## config.mk

```make
export PLATFORM = sky130hd
export DESIGN_NAME = pc_register
export DESIGN_NICKNAME = d
export VERILOG_FILES = /design/src/fetch_pkg.sv /design/src/pc_register.sv
export SDC_FILE = /design/constraint.sdc
export NUM_CORES = 1
export LEC_CHECK = 0
export BUFFER_PORTS_ARGS = -buffer_cell sky130_fd_sc_hd__buf_2
export CORE_MARGIN = 2
export CORE_UTILIZATION = 50
export DETAILED_ROUTE_END_ITERATION = 16
export PLACE_DENSITY = 0.83
export SLEW_MARGIN = 15
export SYNTH_ARGS = -nofsm -noshare
export SYNTH_HDL_FRONTEND = slang
export SYNTH_SLANG_ARGS = --single-unit
```

## constraint.sdc

```tcl
create_clock -name clk -period 1.36 [get_ports clk]
set_input_delay 0.408 -clock clk [delete_from_list [all_inputs] [get_ports clk]]
set_output_delay 0.408 -clock clk [all_outputs]
set_load 0.01 [all_outputs]
```

## src/fetch_pkg.sv

```systemverilog
package fetch_pkg;

	////////////////////
	// Widths and sizes
	////////////////////

	// Data and address width of the core
	localparam int WORD_W = 32;

	// Instruction words held in the fetch RAM
	localparam int MEM_DEPTH = 2048;

	// Index width into the RAM
	localparam int ADDR_W = $clog2(MEM_DEPTH);

	////////////////////
	// Next-PC source
	////////////////////

	// Every value other than PC_SEQ redirects the stream
	typedef enum logic [2:0]
	{
		PC_SEQ    = 3'd0,
		PC_JUMP   = 3'd1,
		PC_BRANCH = 3'd2,
		PC_REG    = 3'd3
	} pc_src_t;

	////////////////////
	// Special words
	////////////////////

	// Halt instruction, all ones
	localparam logic [WORD_W-1:0] HALT_WORD = '1;

	// Bubble sent to decode after a redirect
	localparam logic [WORD_W-1:0] NOP_WORD = '0;

endpackage

```

## src/pc_register.sv

```systemverilog
`timescale 1ns/1ps

module pc_register
(
	input  logic                         clk,
	input  logic                         rst,
	input  logic [fetch_pkg::WORD_W-1:0] next_pc,
	input  logic                         hold,
	output logic [fetch_pkg::WORD_W-1:0] pc,
	output logic [fetch_pkg::WORD_W-1:0] fetch_pc
);

	import fetch_pkg::*;

	// Address of the word the RAM read on the last edge
	logic [WORD_W-1:0] pc_prev;

	////////////////////
	// Program counter
	////////////////////

	// Reset wins over hold, hold wins over update
	always_ff @(posedge clk)
	begin
		if (rst)
		begin
			pc      <= '0;
			pc_prev <= '0;
		end
		else if (!hold)
		begin
			pc      <= next_pc;
			// Same edge as the RAM read at pc
			pc_prev <= pc;
		end
	end

	assign fetch_pc = pc_prev;

endmodule

```

-- Word level (Yosys, flattened, before mapping)
Cells that the tools add are included.
- logic and storage cells: 2
- flip-flop bits (word level): 64
- input bits: 35

-- Longest topological paths before layout
- word-level depth: 0
- mapped depth: 4

-- Worst setup path before layout
OpenSTA, ideal clock, no wires.
- path kind: input to register
- start: input hold
- end: register pc[0] in the netlist's numbering
- required time: 1.232 ns
- stages: 4
- setup time: 0.128 ns
- data arrival time: 0.934 ns
- path slack: 0.298 ns
- path buffers: 2
- cell sequence: buf_6 -> buf_8 -> mux2i_1 -> nor2_1
- RTL lines (item ; RTL line ; RTL):
    from (decl) ; pc_register.sv:8 ; input logic hold,
    to (signal assigned) ; pc_register.sv:32 ; pc <= next_pc;
    to (decl) ; pc_register.sv:9 ; output logic [fetch_pkg::WORD_W-1:0] pc,

-- Worst setup path in the final report
- start: register pc[6] in the netlist's numbering
- end: output pc[6] in the netlist's numbering
No word-level cell between the ends.

==> impl_results.md <==
- Final instance area: approximately 3000 um2
- Setup Skew: approximately 4.2 ps
- Unique cell type count in the Yosys netlist: 7
- Pwr/cell area: around 1300 nW/um2
- Synth Net Count: 241
- Port Buf Inserts: about 100
- Worst path required time: 950 ps
- Initial core utilization: between 50 and 60%
- R2R Setup Slk: about 690 ps
- Max Cap Viol: 0
- Vias: about 1,800
- Post-route DRC: 0
- Worst Max-Slew Pin Slew: about 220 ps
- Die W: 71.7 um
- Period Utilization, post-route: between 90% and 100%
- Endpoints failing hold: 0
- Post-Syn Area: 2290 um2
- Full die area: slightly above 5000 um2
- Worst hold slack: about 320 ps
- First-pass GRT wire length: 7150 um
- Final wirelength: roughly 4400 um
- Critical-path maximum fanout: 3
- Largest net degree at the start of global routing: 32
- Final design utilization: 68.4%
- Minimum clock period: ~1300 ps
- Post-CTS Setup Bufs: 0
- Met3 wire len: approximately 320 um
- R2R Path End: pc[6]
- Final setup TNS: 0 ps
- Worst Setup End Kind: output port
- Worst setup path class: register to output port
- CTS max path bufs: 2
- Vias in the first global route: around 1,600
- Commonest non-fill, non-tap cell in the layout: buf_2
- I/O pin count: 99
- CP startpoint kind: register
- # clock sinks: 64
- Post-DP Area: 2820 um2
- Hold Path Depth: 3
- Die Ht: about 70 um
- Critical-path top delay cell: dfxtp_1
- Status: complete, no violations
- Post-synthesis sequential area ratio: between 50% and 60%
- LEAKAGE: about 1.6 nW
- H-tree depth: 3
- Hold_sp: next_pc[19]
- R2R Path Start: pc[6]
- # diodes: 0
- Clk Tree Root Cell: clkbuf_8
- CTS resizes: 0
- Commonest non-fill, non-tap cells in the layout: 97 x buf_2, 64 x mux2i_1, 64 x nor2_1, 64 x dfxtp_1, 12 x clkbuf_8
- Remaining Overflow, GRT: 0
- TritonCTS clock tree: done
- VDD IR max: a little over 0.8 mV
- Crit-path cells: buf_2
- RSZ-0062 raised after global routing: no
- Worst path top cell family by delay: flip-flops
- Hold buffer count at CTS: 0
- DR WL/cell: around 12 um
- Synth warnings: 0
- Highest metal used: met4
- Synth-to-Final Area Change: 30.9%
- Final nets: around 340
- CP Buf/Inv Count: 1
- Max_slew headroom: about 86%
- GP Congestion: a little over 0.7
- First-pass DRT Iterations: 4
- Hold WC Path Type: input port to register
- Worst path arrival time: ~850 ps
- Max incr delay on CP: 380 ps
- Cells after Synth: 206
- Initial antenna violation count: 0
- Met2 wire len: between 2000 and 2500 um
- Worst skew pair latency: around 320 ps
- Wl on met1: between 1500 and 2000 um
- Clk slew on worst S/H paths: roughly 70 ps
- Total CTS buffers: 9
- Max frequency: between 700 and 800 MHz
- Final setup viols: 0
- Initial detailed-routing violation count: 55
- Antenna Nets Post-Route: 0
- Syn Area/Cell: ~11 um2
- Ratio of cells with drive above 1 in the final layout: 38.1%
- Gr usage total: 17.8%
- Dpl hpwl: roughly 3100 um
- R2R cell count: 2
- Via/cell ratio: about 4.8
- Post-synthesis register bit count: 64
- Row Count: 24
- WHS Endpoint: pc[19]
- Core area: about 4400 um2
- Pins over their slew limit: 0
## how the worst max path moves through the flow
stage | start | endpoint | slack (ps) | cells after the start
4_1_cts | pc[6] | pc[6] | 90 | 1
5_1_grt | pc[7] | pc[7] | 80 | 1
3_5_place_dp | hold | pc[6] | 130 | 4
2_1_floorplan | hold | pc[0] | 300 | 4
6_report | pc[6] | pc[6] | 100 | 1
3_3_place_gp | hold | pc[20] | 160 | 4
## registers in the layout, summed over array words and instances, names as in the netlist
register	flops
fetch_pc	32
pc	32
## area by class of cell
type | count | area, um2
fillers | 343 | 1390
flip-flops and latches | 64 | 1280
multi-input cells | 128 | 881
repair buffers | 104 | 588
clock buffers | 13 | 169
well taps | 52 | 65.1
clock inverters | 3 | 15.0
## tightest hold or removal path, delay by kind of cell
family                 cells  cell delay [ps]
buffers and inverters      1               70
muxes                      1               50
and+or+nand+nor            1               70
## Yosys cell counts
library cell  number  area share (%)
nor2_1            64              10
mux2i_1           64              28
buf_8              6             3.9
buf_1              6            0.98
dfxtp_1           64              56
buf_6              1            0.49
clkbuf_2           1            0.22
## where the power goes
group	switching [mW]	total (mW)	internal, mW
Clock	0.651	1.45	0.802
Sequential	0.0551	2.02	1.96
Combinational	0.214	0.428	0.214
Total	0.920	3.90	2.98
## per-layer routing
layer  track usage [%]  vias to the layer above
met2              29.4                       56
met4              9.43                        0
li1                  -                      882
met3              6.05                        6
met1              20.2                      810
met5                 0                        -
## stage by stage
stage	worst slack (ps)	power (mW)	std cells
after floorplan	298	2.33	206
after global placement	157	2.48	348
after detailed placement	130	2.50	348
after CTS	88.8	3.95	364
after global routing	76.6	4.07	364
final	100	3.90	364
## logic make-up after synthesis
kind of cell / after synthesis / share of synthesized area (%)
buffers and inverters: 14 / 5.63
DFF: 64 / 55.9
muxes: 64 / 28.0
and+or+nand+nor: 64 / 10.5
No activity file was read; power rests on OpenSTA's default activity.
