===== src/fetch_pkg.sv =====
package fetch_pkg;

	////////////////////
	// Widths and sizes
	////////////////////

	// Data and address width of the core
	localparam int WORD_W = 32;

	// Instruction words held in the fetch RAM
	localparam int MEM_DEPTH = 2048;

	// Index width into the RAM
	localparam int ADDR_W = $clog2(MEM_DEPTH);

	////////////////////
	// Next-PC source
	////////////////////

	// Every value other than PC_SEQ redirects the stream
	typedef enum logic [2:0]
	{
		PC_SEQ    = 3'd0,
		PC_JUMP   = 3'd1,
		PC_BRANCH = 3'd2,
		PC_REG    = 3'd3
	} pc_src_t;

	////////////////////
	// Special words
	////////////////////

	// Halt instruction, all ones
	localparam logic [WORD_W-1:0] HALT_WORD = '1;

	// Bubble sent to decode after a redirect
	localparam logic [WORD_W-1:0] NOP_WORD = '0;

endpackage


===== src/if_id_register.sv =====
`timescale 1ns/1ps

module if_id_register
(
	input  logic                         clk,
	input  logic                         rst,
	input  logic                         stall,
	input  logic                         flush,
	input  logic [fetch_pkg::WORD_W-1:0] instr,
	input  logic [fetch_pkg::WORD_W-1:0] fetch_pc,
	output logic [fetch_pkg::WORD_W-1:0] id_instr,
	output logic [fetch_pkg::WORD_W-1:0] id_pc,
	output logic [fetch_pkg::WORD_W-1:0] id_pc_plus1
);

	import fetch_pkg::*;

	// Marks the word read on the redirect edge as wrong-path
	logic kill;

	////////////////////
	// IF/ID stage
	////////////////////

	always_ff @(posedge clk)
	begin
		if (rst)
		begin
			kill        <= 1'b0;
			id_instr    <= NOP_WORD;
			id_pc       <= '0;
			id_pc_plus1 <= '0;
		end
		else if (!stall)
		begin
			kill <= flush;
			if (kill)
			begin
				// Bubble in place of the old-path word
				id_instr    <= NOP_WORD;
				id_pc       <= '0;
				id_pc_plus1 <= '0;
			end
			else
			begin
				id_instr    <= instr;
				id_pc       <= fetch_pc;
				id_pc_plus1 <= fetch_pc + WORD_W'(1);
			end
		end
	end

endmodule


===== config.mk =====
export PLATFORM = sky130hd
export DESIGN_NAME = if_id_register
export DESIGN_NICKNAME = d
export VERILOG_FILES = /design/src/fetch_pkg.sv /design/src/if_id_register.sv
export SDC_FILE = /design/constraint.sdc
export NUM_CORES = 1
export LEC_CHECK = 0
export BUFFER_PORTS_ARGS = -buffer_cell sky130_fd_sc_hd__buf_2
export CORE_ASPECT_RATIO = 1.5
export CORE_MARGIN = 2
export CORE_UTILIZATION = 40
export CTS_BUF_LIST = sky130_fd_sc_hd__clkbuf_16
export DETAILED_ROUTE_END_ITERATION = 8
export PLACE_DENSITY = 0.65
export SLEW_MARGIN = 40
export SYNTH_ARGS = -nofsm -noshare
export SYNTH_HDL_FRONTEND = slang
export SYNTH_SLANG_ARGS = --single-unit

===== constraint.sdc =====
create_clock -name clk -period 4.09 [get_ports clk]
set_input_delay 0.2045 -clock clk [delete_from_list [all_inputs] [get_ports clk]]
set_output_delay 0.2045 -clock clk [all_outputs]
set_load 0.01 [all_outputs]

# ---- Word level (Yosys, flattened, before mapping)
# Index checks and enable logic that the tools add are counted.
dict set report word_totals {
  register_bits 97
  latch_bits 0
  mem_bits_rw 0
  romBits 0
  inputBits 68
  output_inout_bits 96
  word_cells 8
  mem_count 0
}
dict set report classes {
  addsub 1
  n_mul 0
  n_div 0
  n_lt_le_gt_ge 0
  eq_ne 0
  shifts 0
  muxes 3
  n_bitwise 0
  reduce_logical 0
}
# cell n
set op_table {}
lappend op_table {{2-to-1 mux 32 bit} 3}
lappend op_table {{adder 32 x 1 -> 32 bit (second input constant)} 1}

# ---- Depth between registers and ports, before layout
dict set report logic_depth {
  ltp_word 2
  mapped_depth 6
  ltp_nobuf 6
}

# ---- Worst setup path after synthesis
# No wires, ideal clock.
dict set report synth_path {
  path_kind {input to register}
  startpoint {input fetch_pc[0] in the netlist's numbering}
  endpoint {register id_pc_plus1[26] in the netlist's numbering}
  setup_ps 128
  arrival_time_ps 1307
  t_required_ps 3962
  slack_ps 2656
  cell_stages 6
  n_path_buf 0
  cell_sequence {ha_1 > nand3_2 > nor4_4 > nand4_1 > xor2_1 > o21ai_1}
}
dict set report synth_via {
  elab_chain_len 2
}
# item line_no
set synth_rtl {}
lappend synth_rtl {{start: declaration} if_id_register.sv:10} ;# input logic [fetch_pkg::WORD_W-1:0] fetch_pc,
lappend synth_rtl {{adder 32 x 1 -> 32 bit} if_id_register.sv:48} ;# id_pc_plus1 <= fetch_pc + WORD_W'(1);
lappend synth_rtl {{2-to-1 mux 32 bit} if_id_register.sv:37} ;# if (kill)
lappend synth_rtl {{end signal: assignment} if_id_register.sv:48}
lappend synth_rtl {{end: declaration} if_id_register.sv:13} ;# output logic [fetch_pkg::WORD_W-1:0] id_pc_plus1
# Every way passes these cells.
# A chain may end at the register's enable or synchronous reset.

# ---- Final worst setup path
dict set report layout_path {
  startpoint {register kill}
  endpoint {register id_instr[7] in the netlist's numbering}
}
dict set report layout_via {
  elab_chain_len 1
}
# item line_no
set layout_rtl {}
lappend layout_rtl {{start: declaration} if_id_register.sv:19} ;# logic kill;
lappend layout_rtl {{start signal: assignment} if_id_register.sv:36} ;# kill <= flush;
lappend layout_rtl {{2-to-1 mux 32 bit} if_id_register.sv:37}
lappend layout_rtl {{end signal: assignment} if_id_register.sv:46} ;# id_instr <= instr;
lappend layout_rtl {{end: declaration} if_id_register.sv:11} ;# output logic [fetch_pkg::WORD_W-1:0] id_instr,
# Every way passes these cells.

==> key figures <==
Die
  • Core Area: 9146 um2
  • Starting density of the core: 40.44%
  • FP Rows: 43
  • Die area: 10,050 um2
  • I/O Pins: 164
  • Die height: 121.8 um
  • Die W: 82.51 um

Run
  • Maxcap violations: 0

Critical path
  • Slowest-stage cell, CP: nor2_4
  • Crit path max fanout: 38
  • Cell breakdown of the critical path: nor2_4, buf_4, a22oi_1, nor2_1
  • Reg2Reg Setup Slack: 2260 ps
  • Worst Setup SP: kill
  • CP Data Arrival Time: 2100 ps
  • Critical Path Start Type: flop
  • Register-to-Register Path Depth: 4
  • CP peak stage delay: 610 ps
  • Required @ worst endpoint: 4360 ps
  • Critical Path End: id_instr[7]
  • Top delay family on crit path: simple AND/OR/NAND/NOR gates
  • CP Depth: 4
  • WP buf/inv: 1
  • Crit Path Class: reg -> reg
  • Worst R2R End: id_instr[7]
  • Worst r2r src: kill
  • Crit end category: flop

Clock network
  • Clock Tree Root: clkbuf_16
  • Clk sinks: 97
  • CTS tree: built
  • Total CTS buffers: 9
  • Clock transition at the registers of the reported paths: 60 ps
  • Clock Latency Late Sink: 340 ps
  • Setup bufs post-CTS: 0
  • Clock Tree Buf Depth: 2
  • H-tree Lvls: 3
  • Hold_buf cts: 0
  • Post-CTS resize count: 0

Yosys
  • Primary FF master, synth: dfxtp_1
  • Top cells by area, synth: dfxtp_1 (53%), a22oi_1 (14%), nor2_1 (8.0%), xor2_1 (5.2%), nand2_1 (3.1%)
  • Area leader, netlist: dfxtp_1
  • Ys async rst share: 0%
  • Syn nets: 474
  • Synth cell types: 27
  • Mapped Area: 3699 um2
  • Cells after Synth: 405
  • Register area share after synthesis: 52.50%
  • Post-synth EDFFs: 0
  • Yosys top cell area share: 52.50%
  • Syn_area_per_cell: 9.132 um2
  • Most common cell in the netlist: dfxtp_1
  • Yosys reg bits: 97
  • Top cells by count, synth: dfxtp_1 (97), nor2_1 (79), a22oi_1 (71)
  • Synth warn: 0

STA
  • Final WS setup: 2263 ps
  • Crit path time final: 1827 ps
  • Layout Skew: 2.246 ps
  • Final hold violations: 0
  • Finish-stage setup viols: 0
  • RSZ-0062 raised after global routing: false
  • Max_slew headroom: 48.14%
  • Setup TNS Final: 0 ps
  • Slew @ Worst Pin: 776.1 ps
  • Final slew viol count: 0
  • Fin crit share: 44.67%
  • Highest clock rate: 547.3 MHz

Run status
  • Outcome: finished, final reports clean

Global route
  • Initial antenna violation count: 0
  • GR Layer Usage met1: 22.66%
  • GRT overflow: 0
  • GRT busiest layer: met2
  • First-pass GRT wire length: 15,060 um
  • Met3 usage: 4.667%
  • Met2 usage: 33.57%
  • Overall Global Routing Usage: 19.50%
  • Vias in the first global route: 3,156
  • Largest net degree at the start of global routing: 63

Routing
  • First-pass DRT Iterations: 4
  • Number of remaining DRC errors: 0
  • WL per Instance: 14.71 um
  • Post-DR vias/cell: 5.200
  • Post-DRT Antenna Nets: 0
  • Wirelength, routed: 9843 um
  • Vias: 3,479
  • Initial DRC count: 194

Cells and area
  • Sequential cell area: 1942 um2
  • N_diodes: 0
  • Multi-input logic area: 1655 um2
  • # nets final: 621
  • Area delta synth->final: 32.85%
  • Design area: 4913 um2
  • Share of cells above drive strength 1: 33.75%
  • Layout fillers: 882

Placement
  • Port bufs: 163
  • Post-DP Area: 4578 um2
  • Gpl congestion: 0.7489
  • DP HPWL: 7072 um
  • DP Worst Slack: 1701 ps

Power and ir drop
  • Pwr Total: 2.232 mW
  • Leak: 2.303 nW
  • Peak VDD IR: 0.0002702 V
  • Pwr dens: 454.2 nW/um2

Min path
  • HP Class: in -> reg
  • Hold wc startpoint: instr[19]
==> worst min path at each step <==
stage / endpoint / slack (ps) / cells past startpoint
4_1_cts: id_instr[19] / 80 / 3
3_5_place_dp: id_pc_plus1[24] / 440 / 2
2_1_floorplan: kill / 350 / 2
5_1_grt: id_instr[24] / 90 / 3
3_3_place_gp: id_pc_plus1[16] / 430 / 2
6_report: id_instr[19] / 90 / 3
==> cells by family after synthesis <==
logic type | count (synthesis) | synth area share [%]
AND/OR/NAND/NOR | 149 | 18.81
flip-flops | 97 | 52.50
AO/OA/AOI/OAI | 96 | 17.79
buffers and inverters | 31 | 3.180
XOR/XNOR | 30 | 7.104
multiplexers | 1 | 0.2706
adder cells (fa/ha/maj) | 1 | 0.3382
==> layout by cell type (no fill, tap or decap), drive strengths merged <==
cell type | netlist | final
and2 | 1 | 1
nor2 | 79 | 79
mux2i | 1 | 1
or2 | 1 | 1
nand4 | 10 | 10
xor2 | 22 | 22
buf | 6 | 166
a21oi | 1 | 1
inv | 1 | 1
nor4 | 2 | 2
clkinv | 0 | 4
nand2 | 31 | 31
and4 | 3 | 3
xnor2 | 8 | 8
dfxtp | 97 | 97
clkbuf | 24 | 9
nor2b | 1 | 1
ha | 1 | 1
o21ai | 24 | 24
nor3 | 3 | 3
a22oi | 71 | 71
or3 | 1 | 1
and3 | 5 | 5
nand3 | 12 | 12
bufinv | 0 | 3
==> power breakdown <==
part / internal, mW / leakage, nW / switching [mW]
Clock: 0.592 / 0.167 / 0.343
Sequential: 0.999 / 0.798 / 0.0291
Combinational: 0.111 / 1.34 / 0.157
Total: 1.70 / 2.30 / 0.530
==> layer usage <==
layer | share of wire [%] | up-vias
met4 | 1.5 | 0
met1 | 40 | 1649
met2 | 53 | 105
met5 | 0 | -
met3 | 5.3 | 12
li1 | - | 1713
==> layout make-up <==
class	instances	area share [%]
flip-flops and latches	97	39.52
multi-input cells	277	33.69
repair buffers	166	17.06
clock buffers	9	4.584
well taps	112	2.852
clock inverters	7	2.215
inverters	1	0.07639
==> stage by stage <==
stage / std cells / utilization [%] / hold slack (ps)
finish: 669 / 53.72 / 92.57
global route: 669 / 53.72 / 88.91
CTS: 669 / 53.71 / 81.77
detailed placement: 653 / 50.05 / 441.0
global placement: 653 / 50.00 / 430.7
floorplan: 405 / - / 348.4
==> sequential cells by signal (all words and copies together) (netlist names) <==
register,flops
id_pc_plus1,32
id_pc,32
kill,1
id_instr,32
==> tightest hold or removal path: stages <==
cell and delay [ps]:
buf_2 70, a22oi_1 50, nor2_1 70
(Power assumes the default switching activity.)
