## src/fetch_pkg.sv

```systemverilog
package fetch_pkg;

	////////////////////
	// Widths and sizes
	////////////////////

	// Data and address width of the core
	localparam int WORD_W = 32;

	// Instruction words held in the fetch RAM
	localparam int MEM_DEPTH = 2048;

	// Index width into the RAM
	localparam int ADDR_W = $clog2(MEM_DEPTH);

	////////////////////
	// Next-PC source
	////////////////////

	// Every value other than PC_SEQ redirects the stream
	typedef enum logic [2:0]
	{
		PC_SEQ    = 3'd0,
		PC_JUMP   = 3'd1,
		PC_BRANCH = 3'd2,
		PC_REG    = 3'd3
	} pc_src_t;

	////////////////////
	// Special words
	////////////////////

	// Halt instruction, all ones
	localparam logic [WORD_W-1:0] HALT_WORD = '1;

	// Bubble sent to decode after a redirect
	localparam logic [WORD_W-1:0] NOP_WORD = '0;

endpackage

```

## src/next_pc_select.sv

```systemverilog
`timescale 1ns/1ps

module next_pc_select
(
	input  logic [fetch_pkg::WORD_W-1:0] pc,
	input  fetch_pkg::pc_src_t           pc_src,
	input  logic [fetch_pkg::WORD_W-1:0] jump_target,
	input  logic [fetch_pkg::WORD_W-1:0] branch_target,
	input  logic [fetch_pkg::WORD_W-1:0] reg_target,
	output logic [fetch_pkg::WORD_W-1:0] next_pc,
	output logic                         redirect
);

	import fetch_pkg::*;

	logic [WORD_W-1:0] pc_plus1;

	// Word addressed, so the sequential step is one
	assign pc_plus1 = pc + WORD_W'(1);

	always_comb
	begin
		case (pc_src)
			PC_JUMP:
			begin
				next_pc = jump_target;
			end
			PC_BRANCH:
			begin
				next_pc = branch_target;
			end
			PC_REG:
			begin
				next_pc = reg_target;
			end
			// PC_SEQ and unused codes fall through
			default:
			begin
				next_pc = pc_plus1;
			end
		endcase
	end

	// Any taken target breaks the sequential stream
	assign redirect = (pc_src != PC_SEQ);

endmodule

```

## config.mk

```make
export PLATFORM = sky130hd
export DESIGN_NAME = next_pc_select
export DESIGN_NICKNAME = d
export VERILOG_FILES = /design/src/fetch_pkg.sv /design/src/next_pc_select.sv
export SDC_FILE = /design/constraint.sdc
export NUM_CORES = 1
export LEC_CHECK = 0
export BUFFER_PORTS_ARGS = -buffer_cell sky130_fd_sc_hd__clkbuf_2
export CORE_UTILIZATION = 36
export DETAILED_ROUTE_END_ITERATION = 16
export GPL_ROUTABILITY_DRIVEN = 0
export MAX_ROUTING_LAYER = met4
export PLACE_DENSITY = 0.86
export SLEW_MARGIN = 20
export SYNTH_ARGS = -nofsm -noshare
export SYNTH_HDL_FRONTEND = slang
export SYNTH_SLANG_ARGS = --single-unit
```

## constraint.sdc

```tcl
create_clock -name vclk -period 1.8
set_input_delay 0.36 -clock vclk [all_inputs]
set_output_delay 0.36 -clock vclk [all_outputs]
set_load 0.01 [all_outputs]
```

# == Word level (Yosys, flattened, before mapping) ==
# Cells that the tools add are included.
# totals
reg_bits,0
input_bits,131
out_inout_bits,33
wordCells,6
# classes
add_sub_neg,1
n_eq_ne,3
muxes,1
n_reduce_logical,1
# ops
cell,n
one-hot mux 32 bit (3 select lines),1
adder 32 x 1 -> 32 bit (second input constant),1
== test 3 x 2 -> 1 bit (second input constant),2
== test 3 x 1 -> 1 bit (second input constant),1
nonzero test 3 bit,1

# == Longest topological paths before layout ==
# Gate-level depths: netlist (run 1).
# depth
depth_word,2
mapped_depth,7
ltp_nobuf,5

# == Worst setup path before layout (run 1) ==
# No wires, ideal clock.
# synth_timing
path_type,input port to output port
start,in pc[0] (netlist name)
end,out next_pc[26] (netlist name)
arrival_time_ps,1662
required_time_ps,1440
setup_slack_ps,-222
cell_stages,5
n_path_buf,1
path_cell_list,ha_1 -> buf_1 -> and4_1 -> and2_1 -> o311ai_0
# synth_via
elab_chain_len,2
# synth_rtl
element,line,rtl
from (decl),next_pc_select.sv:5,"input logic [fetch_pkg::WORD_W-1:0] pc,"
adder 32 x 1 -> 32 bit,next_pc_select.sv:19,assign pc_plus1 = pc + WORD_W'(1);
one-hot mux 32 bit (3 select lines),next_pc_select.sv:23,case (pc_src)
to (decl),next_pc_select.sv:10,"output logic [fetch_pkg::WORD_W-1:0] next_pc,"
# No other way between the ends.

# == Worst setup path after layout (run 1) ==
# layout_timing
start,in pc[9] (netlist name)
end,out next_pc[18] (netlist name)
# The elaborated chain is that of the path after synthesis.

==> results of run 1 <==
## cells by family after synthesis
family | share of synthesized area [%]
compound gates | 34.6
xor+xnor | 4.22
fa+ha+maj | 0.670
buf+inv | 8.44
mux | 18.2
simple gates | 33.9
## final cells by class
| cell class | instances | area [sq um] |
|---|---|---|
| Multi-Input combinational cell | 244 | 2050 |
| Timing Repair Buffer | 244 | 1720 |
| Inverter | 4 | 15.0 |
| Tap cell | 67 | 83.8 |
| Fill cell | 304 | 983 |
## metrics by stage
step,worst slack (ns),setup TNS [ns],std cells,hold WS [ns]
6_report,-0.304,-3.74,559,1.00
3_3_place_gp,-0.256,-5.78,538,1.03
2_1_floorplan,-0.00942,-0.00942,275,0.797
5_1_grt,-0.336,-4.95,559,1.02
4_1_cts,-0.222,-3.23,551,1.01
3_5_place_dp,-0.262,-6.70,538,1.02
## power breakdown
group          switching [mW]  leakage [nW]  internal (mW)
clock                       0             0              0
sequential                  0             0              0
combinational           0.429          1.82          0.484
## critical path, delay by kind of cell
family          cells  cell delay, ns
compound gates      1            0.10
buf+inv             2            0.24
simple gates        3            1.05
## synthesized netlist by cell type, types with 3 or more instances
cell type	count	area, sq um
and3_1	5	31.3
buf_2	9	45.0
nor2_1	29	109
nand2_1	18	67.6
o21ai_0	3	15.0
a22oi_1	15	113
nand3_1	15	75.1
a2bb2oi_1	8	70.1
mux2i_1	17	170
inv_1	4	15.0
nor3_1	8	40.0
nand4_1	12	75.1
xor2_1	7	61.3
buf_4	3	22.5
o311ai_0	4	35.0
mux2_2	15	169
o32a_1	7	70.1
and2_1	3	18.8
and4_1	6	52.6
clkbuf_1	13	48.8
a21oi_1	20	100
nor4_1	3	18.8
or4_1	6	45.0
o211ai_1	6	45.0
o221ai_1	4	35.0
a311o_1	3	30.0
o21a_1	4	30.0
## final timing paths
check	from	end	depth (start not counted)
worst max-delay path	pc[9]	next_pc[18]	6
worst min-delay path	pc[0]	next_pc[0]	3
## what timing repair did
action                     in CTS  in global routing
hold buffers                    0                  0
hold endpoints to repair        0                  0
pin swaps                      23                 27
buffers inserted               11                  6
gates resized for setup        63                 70
cloned                          3                  2
setup endpoints to repair      33                 30
## metal layers
layer	GRT usage, %	share of wire [%]	vias to the layer above
li1	-	-	1534
met1	36.4	37	1540
met2	57.3	50	236
met3	3.39	8.1	64
met4	12.4	4.4	0
met5	-	0	-
==> flow_metrics.env, run 1 <==
export IMPL_outcome="complete, but fails checks"
export IMPL_violations="setup timing"
export IMPL_fmax_mhz=475
export IMPL_ant_nets=0
export IMPL_syn_area_sq_um=1870
export IMPL_final_common_cell="clkbuf_2"
export IMPL_slew_headroom_pct=76.3
export IMPL_die_h_um=74.0
export IMPL_rows=25
export IMPL_wl_per_cell_um=17.8
export IMPL_nFlopsAndLatches=0
export IMPL_endpoint_kind="output port"
export IMPL_cp_cell_sequence="buf_6 > and4_4 > nand4_4 > or4_1 > o211ai_1 > buf_2"
export IMPL_placement_io_buffers=164
export IMPL_hp_class="in -> out"
export IMPL_area_growth_pct=107
export IMPL_via_count=3374
export IMPL_peakVddDrop_mv=0.125
export IMPL_cpPeakStageDelay_ns=0.57
export IMPL_dr_pass1_iters=5
export IMPL_die_x_um=74.0
export IMPL_yosys_warnings=0
export IMPL_synth_seq_area_share_pct=0
export IMPL_drt_iter0_markers=215
export IMPL_p_total_mw=0.913
export IMPL_fin_nets=626
export IMPL_coreArea_sq_um=4850
export IMPL_viasPerCell=6.04
export IMPL_rsz0062_at_grt="yes"
export IMPL_setup_viol=26
export IMPL_fin_crit_sh_pct=117
export IMPL_ioPinCount=164
export IMPL_grt_pass1_vias=3023
export IMPL_cp_arrival_ns=1.74
export IMPL_place_area_sq_um=3140
export IMPL_drt_total_wl_um=9950
export IMPL_grt_pass1_wl_um=13500
export IMPL_grt_max_degree=29
export IMPL_period_needed_ns=2.10
export IMPL_synthDistinctLibCells=47
export IMPL_slew_violations=0
export IMPL_p_leak_nw=1.82
export IMPL_start_util_pct=38.5
export IMPL_final_util_pct=79.7
export IMPL_maxCapViolCount=0
export IMPL_crit_fanout=6
export IMPL_start_kind="primary input"
export IMPL_powerDensity_nw_per_um2=236
export IMPL_slowest_stage="or4_1"
export IMPL_syn_mean_instance_area_sq_um=6.79
export IMPL_hold_viol_final=0
export IMPL_tightest_slew_ns=0.355
export IMPL_final_cell_mix="clkbuf_2 (133), buf_4 (56), nor2_1 (25), buf_6 (22), buf_2 (17)"
export IMPL_regArea_sq_um=0
export IMPL_drc=0
export IMPL_fin_ws_ns=-0.304
export IMPL_stdcell_area_sq_um=3860
export IMPL_drive_gt1_share_pct=65.7
export IMPL_nClkBuffers=0
export IMPL_synthesis_nets=407
export IMPL_diodes=0
export IMPL_grt_ovfl_total=0
export IMPL_cp_required_ns=1.44
export IMPL_dp_hpwl_um=6520
export IMPL_die_area_sq_um=5480
export IMPL_antenna_found_initial=0
export IMPL_path_class="in -> out"
export IMPL_track_usage_pct=32.1
export IMPL_syn_inst=275
Note: power is estimated with default switching activity, not from simulation.
==> run 2: changes to the inputs <==
--- a/config.mk
+++ b/config.mk
@@ -5,12 +5,13 @@
 export SDC_FILE = /design/constraint.sdc
 export NUM_CORES = 1
 export LEC_CHECK = 0
-export BUFFER_PORTS_ARGS = -buffer_cell sky130_fd_sc_hd__clkbuf_2
+export BUFFER_PORTS_ARGS = -buffer_cell sky130_fd_sc_hd__buf_2
+export CORE_MARGIN = 3
 export CORE_UTILIZATION = 36
 export DETAILED_ROUTE_END_ITERATION = 16
 export GPL_ROUTABILITY_DRIVEN = 0
 export MAX_ROUTING_LAYER = met4
-export PLACE_DENSITY = 0.86
+export PLACE_DENSITY = 0.8
 export SLEW_MARGIN = 20
 export SYNTH_ARGS = -nofsm -noshare
 export SYNTH_HDL_FRONTEND = slang
==> run 2 against run 1 <==
Effect of this change:
- the run still ends with setup timing left
- largest power group unchanged
- routed wire length grew 5.6%
- count of clock-buffer cells in the layout unchanged
- power is 2.6% higher
- sequential share of layout area is the same
- final area barely moved
- via count is 1.5% higher
- first-iteration DRC count rose by 39%
- critical path type unchanged
- setup slack improved by 0.082 ns
==> flow_metrics.env, run 2 (same netlist as run 1, synthesis figures left out) <==
export IMPL_slew_headroom_pct=75.4
export IMPL_die_h_um=78.0
export IMPL_via_count=3426
export IMPL_peakVddDrop_mv=0.130
export IMPL_dp_hpwl_um=6860
export IMPL_coreArea_sq_um=4880
export IMPL_placement_io_buffers=164
export IMPL_outcome="complete, but fails checks"
export IMPL_grt_pass1_vias=3289
export IMPL_rsz0062_at_grt="yes"
export IMPL_viasPerCell=6.10
export IMPL_powerDensity_nw_per_um2=242
export IMPL_track_usage_pct=30.7
export IMPL_tightest_slew_ns=0.366
export IMPL_multi_input_area_sq_um=2070
export IMPL_p_total_mw=0.937
export IMPL_grt_pass1_wl_um=15200
export IMPL_endpoint_kind="output port"
export IMPL_fmax_mhz=495
export IMPL_nClkBuffers=0
export IMPL_antenna_found_initial=0
export IMPL_nFlopsAndLatches=0
export IMPL_drt_total_wl_um=10500
export IMPL_grt_max_degree=23
export IMPL_whs_ns=1.02
export IMPL_drc=0
export IMPL_grt_ovfl_total=0
export IMPL_p_leak_nw=1.78
export IMPL_final_common_cell="buf_2"
export IMPL_start_util_pct=38.3
export IMPL_drt_iter0_markers=299
export IMPL_hold_viol_final=0
export IMPL_n_fill_cell=311
export IMPL_slew_violations=0
export IMPL_hp_class="in -> out"
export IMPL_die_area_sq_um=6090
export IMPL_regArea_sq_um=0
export IMPL_die_x_um=78.0
export IMPL_final_cell_mix="buf_2 (150), buf_4 (56), buf_6 (31), nor2_1 (28)"
export IMPL_diodes=0
export IMPL_crit_end="next_pc[20]"
export IMPL_wl_per_cell_um=18.7
export IMPL_drive_gt1_share_pct=65.5
export IMPL_violations="setup timing"
export IMPL_crit_fanout=7
export IMPL_fin_crit_sh_pct=112
export IMPL_fin_nets=629
export IMPL_setup_viol=24
export IMPL_start_kind="primary input"
export IMPL_area_growth_pct=107
export IMPL_ioPinCount=164
export IMPL_dr_pass1_iters=5
export IMPL_rows=25
export IMPL_period_needed_ns=2.02
export IMPL_cp_startpoint="pc[2]"
export IMPL_maxCapViolCount=0
export IMPL_postCtsHoldBufs=0
export IMPL_path_class="in -> out"
export IMPL_ant_nets=0
export IMPL_cp_arrival_ns=1.66
export IMPL_cp_required_ns=1.44
export IMPL_fin_ws_ns=-0.222
## run 2: per-layer routing
metal  wire [um]  global-route usage [%]  up-vias
met2        5320                    57.3      253
met4         464                    9.62        0
met1        3730                    32.6     1569
met3        1010                    5.96       63
met5           0                       -        -
li1            -                       -     1541
## run 2: layout make-up
type / count / area share, %
Inverter: 4 / 0.388
Multi-Input combinational cell: 245 / 53.6
Tap cell: 67 / 2.17
Timing Repair Buffer: 246 / 43.8
## run 2: worst min-delay path by stage
stage | from | endpoint | slack (ns) | cells after the start
after detailed placement | pc[0] | next_pc[0] | 1.03 | 3
after floorplan | pc[0] | next_pc[0] | 0.80 | 1
after global placement | pc[0] | next_pc[0] | 1.02 | 3
after CTS | pc[0] | next_pc[0] | 1.04 | 3
after global routing | pc[0] | next_pc[0] | 1.03 | 3
final | pc[0] | next_pc[0] | 1.02 | 3
## run 2: report_power, final
| part | switching (mW) | internal, mW | total (mW) |
|---|---|---|---|
| combinational | 0.437 | 0.500 | 0.937 |
| clock | 0 | 0 | 0 |
| sequential | 0 | 0 | 0 |
| total | 0.437 | 0.500 | 0.937 |
## run 2: repair_timing
item / in CTS / in global routing
pin swaps: 44 / 15
gates resized for setup: 89 / 32
buffers inserted: 11 / 3
setup endpoints to repair: 32 / 32
gates cloned: 5 / 0
## run 2: metrics by stage
stage	std cells	worst slack [ns]	utilization, %	TNS, ns	cell area [sq um]
2_1_floorplan	275	-0.00942	-	-0.00942	1930
3_3_place_gp	545	-0.263	65.3	-5.76	3180
3_5_place_dp	545	-0.278	65.3	-6.70	3180
4_1_cts	560	-0.181	75.9	-2.40	3700
5_1_grt	562	-0.262	79.3	-4.38	3870
6_report	562	-0.222	79.3	-3.26	3870
## run 2: critical path, stage by stage
cell,delay [ns]
buf_6,0.07
and4_4,0.25
buf_6,0.13
nand3_2,0.08
or4_1,0.50
o221ai_2,0.09
buf_2,0.17
